--- src/code_pkg.sv ---
`default_nettype none

package code_pkg;

    localparam int K = 3;           // constraint length
    localparam int NUM_STATES = 4;

    localparam logic [K-1:0] G0 = 3'o7;  // msb taps the newest bit
    localparam logic [K-1:0] G1 = 3'o5;

    typedef logic [1:0] sym_t;                   // {g0, g1}
    typedef logic [K-2:0] tstate_t;              // {u[k-1], u[k-2]}
    typedef logic [4:0] metric_t;
    typedef logic [NUM_STATES-1:0] decision_t;   // 1 = odd predecessor won

    // bits holds the new input bit above the two previous ones
    function automatic sym_t encode_sym(logic [K-1:0] bits);
        return {^(bits & G0), ^(bits & G1)};
    endfunction

    // state before a transition, from the state after it and the survivor bit
    function automatic tstate_t pred_state(tstate_t ns, logic lsb);
        return tstate_t'({ns, lsb});
    endfunction

endpackage

`default_nettype wire

--- src/ctrl_pkg.sv ---
`default_nettype none

package ctrl_pkg;

    typedef logic mode_t;

    localparam mode_t ENCODE_MODE = 1'b0;
    localparam mode_t DECODE_MODE = 1'b1;

    typedef enum logic [2:0] {
        ST_RESET,
        ST_ENCODE,
        ST_SLICE,
        ST_METRIC,
        ST_TRELLIS,
        ST_FLUSH,
        ST_MEM_WAIT,
        ST_TRACE
    } ctrl_state_t;

endpackage

`default_nettype wire

--- src/codec_control.sv ---
`timescale 1ns/10ps
`default_nettype none

module codec_control #(
    parameter int MEM_WAIT = 4
) (
    input  logic            clk,
    input  logic            rst,
    input  logic            i_en,
    input  ctrl_pkg::mode_t i_mode,
    input  logic            i_sync,
    output logic            o_en_ce,
    output logic            o_en_s,
    output logic            o_en_bm,
    output logic            o_en_acs,
    output logic            o_en_m,
    output logic            o_en_t
);

    import ctrl_pkg::*;

    localparam int CW = $clog2(MEM_WAIT + 1);

    ctrl_state_t state;
    ctrl_state_t nxt_state;
    logic [CW-1:0] wait_cnt;
    logic [5:0] en_vec;  // ce, s, bm, acs, m, t

    always_ff @(posedge clk)
    begin
        if (!rst || !i_en)
        begin
            state <= ST_RESET;
            wait_cnt <= '0;
        end
        else
        begin
            state <= nxt_state;
            if (state == ST_MEM_WAIT)
                wait_cnt <= wait_cnt + 1'b1;
            else
                wait_cnt <= '0;
        end
    end

    always_comb
    begin
        nxt_state = state;
        en_vec = 6'b000000;
        case (state)
            ST_RESET:
                nxt_state = (i_mode == DECODE_MODE) ? ST_SLICE : ST_ENCODE;
            ST_ENCODE:
                en_vec = 6'b100000;
            ST_SLICE:
            begin
                en_vec = 6'b110000;  // first symbol on the input now
                nxt_state = ST_METRIC;
            end
            ST_METRIC:
            begin
                en_vec = 6'b111000;
                nxt_state = ST_TRELLIS;
            end
            ST_TRELLIS:
            begin
                en_vec = 6'b111110;
                if (i_sync)
                    nxt_state = ST_FLUSH;
            end
            ST_FLUSH:
            begin
                en_vec = 6'b000110;
                nxt_state = ST_MEM_WAIT;
            end
            ST_MEM_WAIT:
            begin
                en_vec = 6'b000010;
                if (wait_cnt == CW'(MEM_WAIT - 1))
                    nxt_state = ST_TRACE;
            end
            ST_TRACE:
                en_vec = 6'b000011;
            default:
                nxt_state = ST_RESET;
        endcase
    end

    assign {o_en_ce, o_en_s, o_en_bm, o_en_acs, o_en_m, o_en_t} = i_en ? en_vec : 6'b000000;

    // traceback only after the trellis has been idle for the whole memory wait
    a_trace_after_wait: assert property (@(posedge clk) disable iff (!rst)
        o_en_t |-> !o_en_ce && $past(!o_en_acs, MEM_WAIT));

endmodule

`default_nettype wire

--- src/conv_encoder.sv ---
`timescale 1ns/10ps
`default_nettype none

module conv_encoder (
    input  logic           clk,
    input  logic           rst,
    input  logic           i_en_ce,
    input  logic           i_data,
    output code_pkg::sym_t o_code
);

    import code_pkg::*;

    tstate_t shift_q;  // two previous input bits

    always_ff @(posedge clk)
    begin
        if (!rst || !i_en_ce)
        begin
            shift_q <= '0;
            o_code <= '0;
        end
        else
        begin
            o_code <= encode_sym({i_data, shift_q});
            shift_q <= {i_data, shift_q[1]};
        end
    end

endmodule

`default_nettype wire

--- src/branch_acs.sv ---
`timescale 1ns/10ps
`default_nettype none

module branch_acs #(
    parameter int FRAME_LEN = 16
) (
    input  logic                clk,
    input  logic                rst,
    input  logic                i_en_s,
    input  logic                i_en_bm,
    input  logic                i_en_acs,
    input  code_pkg::sym_t      i_sym,
    output code_pkg::decision_t o_dec,
    output logic                o_dec_valid
);

    import code_pkg::*;

    localparam metric_t METRIC_INIT = 5'd12;  // start states other than 0
    localparam metric_t METRIC_MAX = '1;
    localparam metric_t BM_MAX = 5'd2;
    localparam int CW = $clog2(FRAME_LEN + 1);

    sym_t sym_q;
    logic s_valid;
    logic run_bm;
    logic bm_valid;
    logic pm_init;
    logic pm_ok;
    metric_t bm_q [4];
    metric_t pm [NUM_STATES];
    metric_t cand_even [NUM_STATES];
    metric_t cand_odd [NUM_STATES];
    metric_t pm_sum [NUM_STATES];
    metric_t pm_min;
    decision_t dec_next;
    logic [CW-1:0] dec_cnt;

    function automatic metric_t hamming(sym_t a, sym_t b);
        return metric_t'(a[1] ^ b[1]) + metric_t'(a[0] ^ b[0]);
    endfunction

    assign run_bm = i_en_bm | i_en_acs;  // flush cycle still fills bm stage
    assign pm_init = !i_en_acs && !bm_valid;

    always_ff @(posedge clk)
    begin
        if (!rst)
        begin
            s_valid <= 1'b0;
            bm_valid <= 1'b0;
        end
        else
        begin
            s_valid <= i_en_s;
            bm_valid <= run_bm && s_valid;
        end
    end

    always_ff @(posedge clk)
    begin
        if (i_en_s)
            sym_q <= i_sym;  // hard slice
        if (run_bm)
        begin
            for (int c = 0; c < 4; c++)
                bm_q[c] <= hamming(sym_q, sym_t'(c));
        end
        if (bm_valid)
            o_dec <= dec_next;
    end

    always_comb
    begin
        pm_ok = 1'b1;
        for (int s = 0; s < NUM_STATES; s++)
        begin
            cand_even[s] = pm[pred_state(tstate_t'(s), 1'b0)]
                         + bm_q[encode_sym({tstate_t'(s), 1'b0})];
            cand_odd[s] = pm[pred_state(tstate_t'(s), 1'b1)]
                        + bm_q[encode_sym({tstate_t'(s), 1'b1})];
            dec_next[s] = cand_odd[s] < cand_even[s];  // tie keeps even
            pm_sum[s] = dec_next[s] ? cand_odd[s] : cand_even[s];
            if (pm[s] > METRIC_MAX - BM_MAX)
                pm_ok = 1'b0;
        end
        pm_min = pm_sum[0];
        for (int s = 1; s < NUM_STATES; s++)
        begin
            if (pm_sum[s] < pm_min)
                pm_min = pm_sum[s];
        end
    end

    always_ff @(posedge clk)
    begin
        if (!rst || pm_init)
        begin
            for (int s = 0; s < NUM_STATES; s++)
                pm[s] <= (s == 0) ? metric_t'(0) : METRIC_INIT;
            dec_cnt <= '0;
            o_dec_valid <= 1'b0;
        end
        else if (bm_valid)
        begin
            for (int s = 0; s < NUM_STATES; s++)
                pm[s] <= pm_sum[s] - pm_min;  // renormalize
            o_dec_valid <= dec_cnt < CW'(FRAME_LEN);
            if (dec_cnt < CW'(FRAME_LEN))
                dec_cnt <= dec_cnt + 1'b1;
        end
        else
            o_dec_valid <= 1'b0;
    end

    // path metrics never get close enough to wrap on the next add
    a_pm_bound: assert property (@(posedge clk) disable iff (!rst) pm_ok);

endmodule

`default_nettype wire

--- src/survivor_mem.sv ---
`timescale 1ns/10ps
`default_nettype none

module survivor_mem #(
    parameter int FRAME_LEN = 16
) (
    input  logic                           clk,
    input  logic                           rst,
    input  logic                           i_en_m,
    input  code_pkg::decision_t            i_wr,
    input  logic                           i_wr_valid,
    input  logic [$clog2(FRAME_LEN)-1:0]   i_rd_addr,
    output code_pkg::decision_t            o_rd
);

    import code_pkg::*;

    localparam int AW = $clog2(FRAME_LEN);
    localparam int PW = AW + 1;  // room to count a full frame

    decision_t mem [FRAME_LEN];
    logic [PW-1:0] wr_ptr;
    logic wr_ok;

    assign wr_ok = i_en_m && i_wr_valid && (wr_ptr < PW'(FRAME_LEN));

    always_ff @(posedge clk)
    begin
        if (!rst || !i_en_m)
            wr_ptr <= '0;
        else if (wr_ok)
            wr_ptr <= wr_ptr + 1'b1;
    end

    always_ff @(posedge clk)
    begin
        if (wr_ok)
            mem[wr_ptr[AW-1:0]] <= i_wr;
        o_rd <= mem[i_rd_addr];
    end

    // the trellis delivers at most one frame of decisions per pass
    a_no_overrun: assert property (@(posedge clk) disable iff (!rst)
        i_en_m && i_wr_valid |-> wr_ptr < PW'(FRAME_LEN));

endmodule

`default_nettype wire

--- src/traceback.sv ---
`timescale 1ns/10ps
`default_nettype none

module traceback #(
    parameter int FRAME_LEN = 16
) (
    input  logic                           clk,
    input  logic                           rst,
    input  logic                           i_en_t,
    input  code_pkg::decision_t            i_rd,
    output logic [$clog2(FRAME_LEN)-1:0]   o_rd_addr,
    output logic [FRAME_LEN-1:0]           o_dec_frame,
    output logic                           o_dec_done
);

    import code_pkg::*;

    localparam int AW = $clog2(FRAME_LEN);

    logic [AW-1:0] rd_addr;
    logic [AW-1:0] rd_pos;   // address of the word now on i_rd
    logic issuing;
    logic rd_pend;
    tstate_t cur_state;
    logic surv_bit;

    assign o_rd_addr = rd_addr;
    assign surv_bit = i_rd[cur_state];

    always_ff @(posedge clk)
    begin
        if (!rst || !i_en_t)
        begin
            rd_addr <= AW'(FRAME_LEN - 1);
            rd_pos <= '0;
            issuing <= 1'b1;
            rd_pend <= 1'b0;
            cur_state <= '0;  // zero tail ends in state 0
            o_dec_frame <= '0;
            o_dec_done <= 1'b0;
        end
        else
        begin
            rd_pend <= issuing;
            rd_pos <= rd_addr;
            if (issuing)
            begin
                if (rd_addr == '0)
                    issuing <= 1'b0;
                else
                    rd_addr <= rd_addr - 1'b1;
            end
            if (rd_pend)
            begin
                o_dec_frame[rd_pos] <= cur_state[K-2];  // newest input bit
                cur_state <= pred_state(cur_state, surv_bit);
            end
            o_dec_done <= rd_pend && (rd_pos == '0);
        end
    end

endmodule

`default_nettype wire

--- src/viterbi_codec_top.sv ---
`timescale 1ns/10ps
`default_nettype none

module viterbi_codec_top #(
    parameter int FRAME_LEN = 16,
    parameter int MEM_WAIT = 4
) (
    input  logic                  clk,
    input  logic                  rst,
    input  logic                  i_en,
    input  ctrl_pkg::mode_t       i_mode,
    input  logic                  i_data,
    input  code_pkg::sym_t        i_sym,
    input  logic                  i_sync,
    output code_pkg::sym_t        o_code,
    output logic [FRAME_LEN-1:0]  o_dec_frame,
    output logic                  o_dec_done
);

    import code_pkg::*;

    logic en_ce;
    logic en_s;
    logic en_bm;
    logic en_acs;
    logic en_m;
    logic en_t;
    decision_t dec_word;
    logic dec_valid;
    decision_t rd_word;
    logic [$clog2(FRAME_LEN)-1:0] rd_addr;

    codec_control #(.MEM_WAIT(MEM_WAIT)) codec_control_i (
        .clk(clk), .rst(rst), .i_en(i_en), .i_mode(i_mode), .i_sync(i_sync),
        .o_en_ce(en_ce), .o_en_s(en_s), .o_en_bm(en_bm),
        .o_en_acs(en_acs), .o_en_m(en_m), .o_en_t(en_t)
    );

    conv_encoder conv_encoder_i (
        .clk(clk), .rst(rst), .i_en_ce(en_ce), .i_data(i_data), .o_code(o_code)
    );

    branch_acs #(.FRAME_LEN(FRAME_LEN)) branch_acs_i (
        .clk(clk), .rst(rst), .i_en_s(en_s), .i_en_bm(en_bm), .i_en_acs(en_acs),
        .i_sym(i_sym), .o_dec(dec_word), .o_dec_valid(dec_valid)
    );

    survivor_mem #(.FRAME_LEN(FRAME_LEN)) survivor_mem_i (
        .clk(clk), .rst(rst), .i_en_m(en_m), .i_wr(dec_word), .i_wr_valid(dec_valid),
        .i_rd_addr(rd_addr), .o_rd(rd_word)
    );

    traceback #(.FRAME_LEN(FRAME_LEN)) traceback_i (
        .clk(clk), .rst(rst), .i_en_t(en_t), .i_rd(rd_word),
        .o_rd_addr(rd_addr), .o_dec_frame(o_dec_frame), .o_dec_done(o_dec_done)
    );

endmodule

`default_nettype wire

--- config.mk ---
export PLATFORM = sky130hd
export DESIGN_NAME = viterbi_codec_top
export DESIGN_NICKNAME = d
export VERILOG_FILES = /design/src/code_pkg.sv /design/src/ctrl_pkg.sv /design/src/codec_control.sv /design/src/conv_encoder.sv /design/src/branch_acs.sv /design/src/survivor_mem.sv /design/src/traceback.sv /design/src/viterbi_codec_top.sv
export SDC_FILE = /design/constraint.sdc
export NUM_CORES = 1
export LEC_CHECK = 0
export ABC_AREA = 1
export BUFFER_PORTS_ARGS = -buffer_cell sky130_fd_sc_hd__clkbuf_2
export CAP_MARGIN = 20
export CORE_ASPECT_RATIO = 0.7
export CORE_UTILIZATION = 29
export CTS_BUF_LIST = sky130_fd_sc_hd__clkbuf_8
export CTS_CLUSTER_DIAMETER = 30
export CTS_CLUSTER_SIZE = 12
export DETAILED_ROUTE_END_ITERATION = 16
export SKIP_CTS_REPAIR_TIMING = 1
export SYNTH_ARGS = -nofsm -noshare
export SYNTH_HDL_FRONTEND = slang
export SYNTH_HIERARCHICAL = 1
export SYNTH_SLANG_ARGS = --single-unit
--- constraint.sdc ---
create_clock -name clk -period 8.28 [get_ports clk]
set_input_delay 1.656 -clock clk [delete_from_list [all_inputs] [get_ports clk]]
set_output_delay 1.656 -clock clk [all_outputs]
set_load 0.01 [all_outputs]
* Yosys cells after proc, flatten, opt, wreduce, memory -nomap -nowiden
Memories as Yosys holds them, arrays and structs flattened. A register that Yosys moved wholly into a read port is not among the register bits. Index checks and enable logic that the tools add are counted.
Operators by class: equal/unequal tests 10, add/sub/neg operators 20, reductions and logical operators 29, muxes and demuxes 33, bitwise logic cells 10, $lt $le $gt $ge 12
Operators by type and width (number):
- two-way mux 5 bit | 11
- one-hot mux 6 bit (7 select lines) | 1
- adder 5 bit | 8
- < comparator 5 bit | 7
- subtractor 5 bit | 4
- one-hot mux 3 bit (6 select lines) | 1
- bitwise mux 16 bit | 1
- two-way mux 1 bit | 13
- == test 3 bit (second input constant) | 4
- adder 5 x 1 -> 5 bit (second input constant) | 2
- < comparator 5 bit (second input constant) | 2
- == test 3 x 2 -> 1 bit (second input constant) | 3
- adder 1 x 1 -> 2 bit | 4
- zero test 4 bit | 2
- zero test 1 bit | 7
- logical AND 1 bit | 6
- two-way mux 3 bit | 2
- two-way mux 6 bit | 1
- nonzero test 6 bit | 1
- XOR reduction 3 bit | 2
- logical OR 1 bit | 5
- < comparator 4 x 5 -> 1 bit (second input constant) | 1
- NOT 1 bit | 5
- OR 1 bit | 5
- 13 further kinds | 16
Storage, ports and cells: input bits 8, bits in registers 58, memories kept 3, word-level logic and storage cells 135, memory bits (writable) 92, output and inout bits 19
Memories:
- survivor_mem_i.mem | words 16, bits a word 4, read ports 1, clocked after memory_dff 1, wr ports 1, line survivor_mem.sv:21 | decision_t mem [FRAME_LEN];
- branch_acs_i.pm | words 4, bits a word 5, read ports 4, clocked after memory_dff 0, wr ports 4, line branch_acs.sv:31 | metric_t pm [NUM_STATES];
- branch_acs_i.bm_q | words 4, bits a word 2, read ports 4, clocked after memory_dff 0, wr ports 4, line branch_acs.sv:30 | metric_t bm_q [4];

* Depth between registers and ports, before layout
An unclocked memory read counts as a cell.
depth after elaboration 12, depth in mapped cells 45, depth with buffers taken out 45

* Hierarchy
Netlist, hierarchy kept.
By module, submodules not included:
- branch_acs | cells an instance 570, area an instance 4134.0 um^2, instances 1, sequential area each 1121.1 um^2
- survivor_mem | cells an instance 324, area an instance 3228.1 um^2, instances 1, sequential area each 2102.0 um^2
- traceback | cells an instance 180, area an instance 1242.4 um^2, instances 1, sequential area each 580.6 um^2
- codec_control | cells an instance 53, area an instance 350.3 um^2, instances 1, sequential area each 120.1 um^2
- conv_encoder | cells an instance 19, area an instance 141.4 um^2, instances 1, sequential area each 80.1 um^2

* Worst setup path before layout
No wires, ideal clock.
path type register to register, start point memory branch_acs_i/bm_q[0][0] in the netlist's numbering, end point memory branch_acs_i/pm[3][4] in the netlist's numbering (data pin), data required time 8.025 ns, path buffers 1, setup slack 2.357 ns, cell stages (with the launch flop) 42, library setup time 0.255 ns, data arrival time 5.668 ns, period minus slack after synthesis 5.923 ns, path through edfxtp_1 -> ha_1 -> fa_1 -> inv_1 -> ha_1 -> a21o_1 -> nor2_1 -> nand3_2 -> nand3_2 -> o21a_1 -> inv_1 -> ha_1 -> nand2_1 -> nand2_1 -> nand2_2 -> nand2_4 -> a21oi_1 -> inv_1 -> [6 not listed] -> inv_1 -> ha_1 -> nand2_1 -> nor2_2 -> nand3_2 -> nand3_2 -> buf_6 -> nor2_1 -> a21oi_1 -> ha_1 -> inv_1 -> ha_1 -> inv_1 -> nand2_1 -> nand3_1 -> o211ai_1 -> o21ai_0 -> nor2_1
RTL lines (line):
- from (decl) | branch_acs.sv:30
- to (decl) | branch_acs.sv:31

==> metrics <==
Cell Area, Placed 9580 um^2; run status complete, no violations; via count of the routed design 7169; last weighted congestion value of the routability-driven placer 0.9065; Netlist cell types 44; count of final max-slew check failures 0; worst slack after detailed placement 1.626 ns; slew margin rel. 32.95%; mean number of vias per cell 4.489; number of warnings reported in the yosys synthesis log 6; category of the critical setup timing path flip-flop to flip-flop; Max clock buf depth 2; Seq/Total Area, Yosys 44.02%; Post-synth EDFFs 96; clock-pin slew on the worst setup and hold paths 0.08 ns; Cells after Synth 1146; Worst-Skew Late Latency 0.47 ns; worst hold-check slack 0.4215 ns; TNS Setup 0 ns; H-tree depth 4; core area 30440 um^2; # port buffers 26; Final Routed Wirelength 20720 um; CP Max Fanout 12; average cell area after synthesis 7.937 um^2; category of the worst setup path capture point flip-flop; wire length of the first global-routing pass 33700 um; Max-Cap Viols 0; Finished Cell Area 10030 um^2; Async S/R FF share, synth 0%; library cell occupying the most area in the post-synthesis netlist sky130_fd_sc_hd__edfxtp_1; IR drop worst, VDD 0.1096 mV; highest attainable clock frequency 0.1498 GHz; share of the synthesized area in the top cell type 31.69%; number of antenna violations at the first check in global routing 0; startpoint class of the critical path flip-flop; post-route core utilization 32.96%; min-delay worst type flip-flop to flip-flop; number of iterations in the first detailed-routing pass 5; Worst Max-Slew Pin Slew 1.003 ns; cell area after synthesis 9096 um^2; largest stage delay on the critical path 0.53 ns; Sink Count 152; die height 150.2 um; remaining global-route overflow 0; total I/O pin count 27; diode count 0; area added between synthesis and finish 10.28%; Pwr per Cell Area 152.3 nW/um^2; required arrival time at the worst endpoint 8.50 ns; average routed wire per standard cell 12.97 um; share of layout cells above drive strength 1 10.04%; crit share post-route 80.61%; HPWL after detailed placement 15640 um; Die Footprint 32090 um^2; worst-case setup margin in the final layout 1.606 ns; number of setup violations in the final report 0; clock tree from TritonCTS yes; layout net count 1240; drt first-iter violations 534; vias in the first global route 6536; standard-cell rows 53; main flop type after synthesis sky130_fd_sc_hd__edfxtp_1; total global-route track usage 13.62%; Arrival @ worst endpoint 6.89 ns; post-layout minimum cycle time 6.674 ns; chip width 213.7 um; largest net degree at the start of global routing 36; Final Hold Violating Endpoints 0; remaining antenna violation count 0; Residual DRC 0; cell at the root of the clock tree sky130_fd_sc_hd__clkbuf_8; top cells by area in the synthesized netlist sky130_fd_sc_hd__edfxtp_1, sky130_fd_sc_hd__dfxtp_1, sky130_fd_sc_hd__nand2_1; highest-delay cell along the critical path sky130_fd_sc_hd__fa_1; Worst path top cell family by delay adder cells; final clock skew 0.01973 ns; count of state elements after synthesis 152; syn nets 1214; total clock buffers created by CTS 17; setup repair after global routing missed its margin false; initial core utilization 29.88%; Crit path buffers/inverters 7; static leakage power 4.582 nW
state kept, by name (all words and copies together) (netlist names), 3 cells and up:
| signal | flops |
|---|---|
| codec_control_i/wait_cnt | 3 |
| traceback_i/rd_pos | 4 |
| survivor_mem_i/mem | 64 |
| traceback_i/o_dec_frame | 16 |
| codec_control_i/state | 3 |
| branch_acs_i/dec_cnt | 5 |
| branch_acs_i/bm_q | 6 |
| branch_acs_i/pm | 20 |
| traceback_i/o_rd_addr | 4 |
| survivor_mem_i/o_rd | 4 |
| branch_acs_i/o_dec | 4 |
| survivor_mem_i/wr_ptr | 5 |
synth_stat cells (5+ instances only):
cell                       instances
sky130_fd_sc_hd__fa_1              8
sky130_fd_sc_hd__nand2_4           6
sky130_fd_sc_hd__nand2_1         293
sky130_fd_sc_hd__edfxtp_1         96
sky130_fd_sc_hd__nor3_1            8
sky130_fd_sc_hd__nand2_2          16
sky130_fd_sc_hd__dfxtp_1          56
sky130_fd_sc_hd__buf_4             5
sky130_fd_sc_hd__inv_2             7
sky130_fd_sc_hd__nor2_1          119
sky130_fd_sc_hd__nand3_2          10
sky130_fd_sc_hd__nand3_1         125
sky130_fd_sc_hd__ha_1             52
sky130_fd_sc_hd__xor2_1           15
sky130_fd_sc_hd__a21oi_1          42
sky130_fd_sc_hd__nand4_1          14
sky130_fd_sc_hd__o21ai_1           6
sky130_fd_sc_hd__nor2_2            7
sky130_fd_sc_hd__inv_1           190
sky130_fd_sc_hd__o21ai_0          24
sky130_fd_sc_hd__buf_6             8
cell usage in the layout (no fill, tap or decap), types with 16 or more instances in the layout:
master                     instances
sky130_fd_sc_hd__nand3_1         125
sky130_fd_sc_hd__inv_1           190
sky130_fd_sc_hd__nand2_2          16
sky130_fd_sc_hd__clkbuf_2         26
sky130_fd_sc_hd__o21ai_0          24
sky130_fd_sc_hd__nor2_1          119
sky130_fd_sc_hd__dfxtp_1          56
sky130_fd_sc_hd__a21oi_1          42
sky130_fd_sc_hd__clkbuf_8         19
sky130_fd_sc_hd__edfxtp_1         96
sky130_fd_sc_hd__ha_1             52
sky130_fd_sc_hd__nand2_1         293
kinds of logic after synthesis:
logic type | Yosys count | synth area share, %
xor+xnor | 20 | 2.008
compound gates | 87 | 5.406
simple gates | 608 | 29.56
flops | 152 | 44.02
fa+ha+maj | 60 | 8.913
buf+inv | 219 | 10.10
power by group:
part | switching, mW | total (mW) | internal, mW | leakage (nW)
sequential | 0.00196 | 0.799 | 0.797 | 1.35
combinational | 0.0525 | 0.0784 | 0.0259 | 3.00
clock | 0.301 | 0.649 | 0.348 | 0.228
area by class of cell:
cell class | instances | area, um^2
multi-input cells | 775 | 4174
fillers | 3187 | 20410
clock buffers | 19 | 261.5
clock inverters | 13 | 188.9
flip-flops and latches | 152 | 4004
inverters | 199 | 749.5
repair buffers | 27 | 137.6
well taps | 412 | 515.5
through the flow:
step | power [mW] | std cells
after detailed placement | 0.8940 | 1565
final | 1.527 | 1597
after CTS | 1.546 | 1597
after global routing | 1.588 | 1597
after floorplan | 0.8737 | 1146
after global placement | 0.8937 | 1565
worst reg2reg max path, delay by kind of cell, from the launching register on:
| kind | cells | cell delay [ns] |
|---|---|---|
| AO/OA/AOI/OAI | 8 | 1.42 |
| adder cells (fa/ha/maj) | 8 | 2.30 |
| buffers and inverters | 7 | 0.40 |
| AND/OR/NAND/NOR | 18 | 1.88 |
| flip-flops | 1 | 0.42 |
metal layers:
layer,share of wire [%],wire length [um],up-vias,global-route usage (%)
li1,-,-,3726,-
met1,54,11260,3267,21.17
met2,39,8003,156,18.21
met3,5.8,1194,20,2.733
met4,1.2,255,0,4.643
met5,0,0,-,0
path summary, 6_finish.rpt:
check	start	end	slack, ns	cells after the start
max	branch_acs_i/bm_q[0][0]	branch_acs_i/pm[3][4]	1.61	41
max reg2reg	branch_acs_i/bm_q[0][0]	branch_acs_i/pm[3][4]	1.61	41
min reg2reg	codec_control_i/wait_cnt[0]	codec_control_i/wait_cnt[0]	0.42	1
min	codec_control_i/wait_cnt[0]	codec_control_i/wait_cnt[0]	0.42	1
Note: power is estimated with default switching activity, not from simulation.
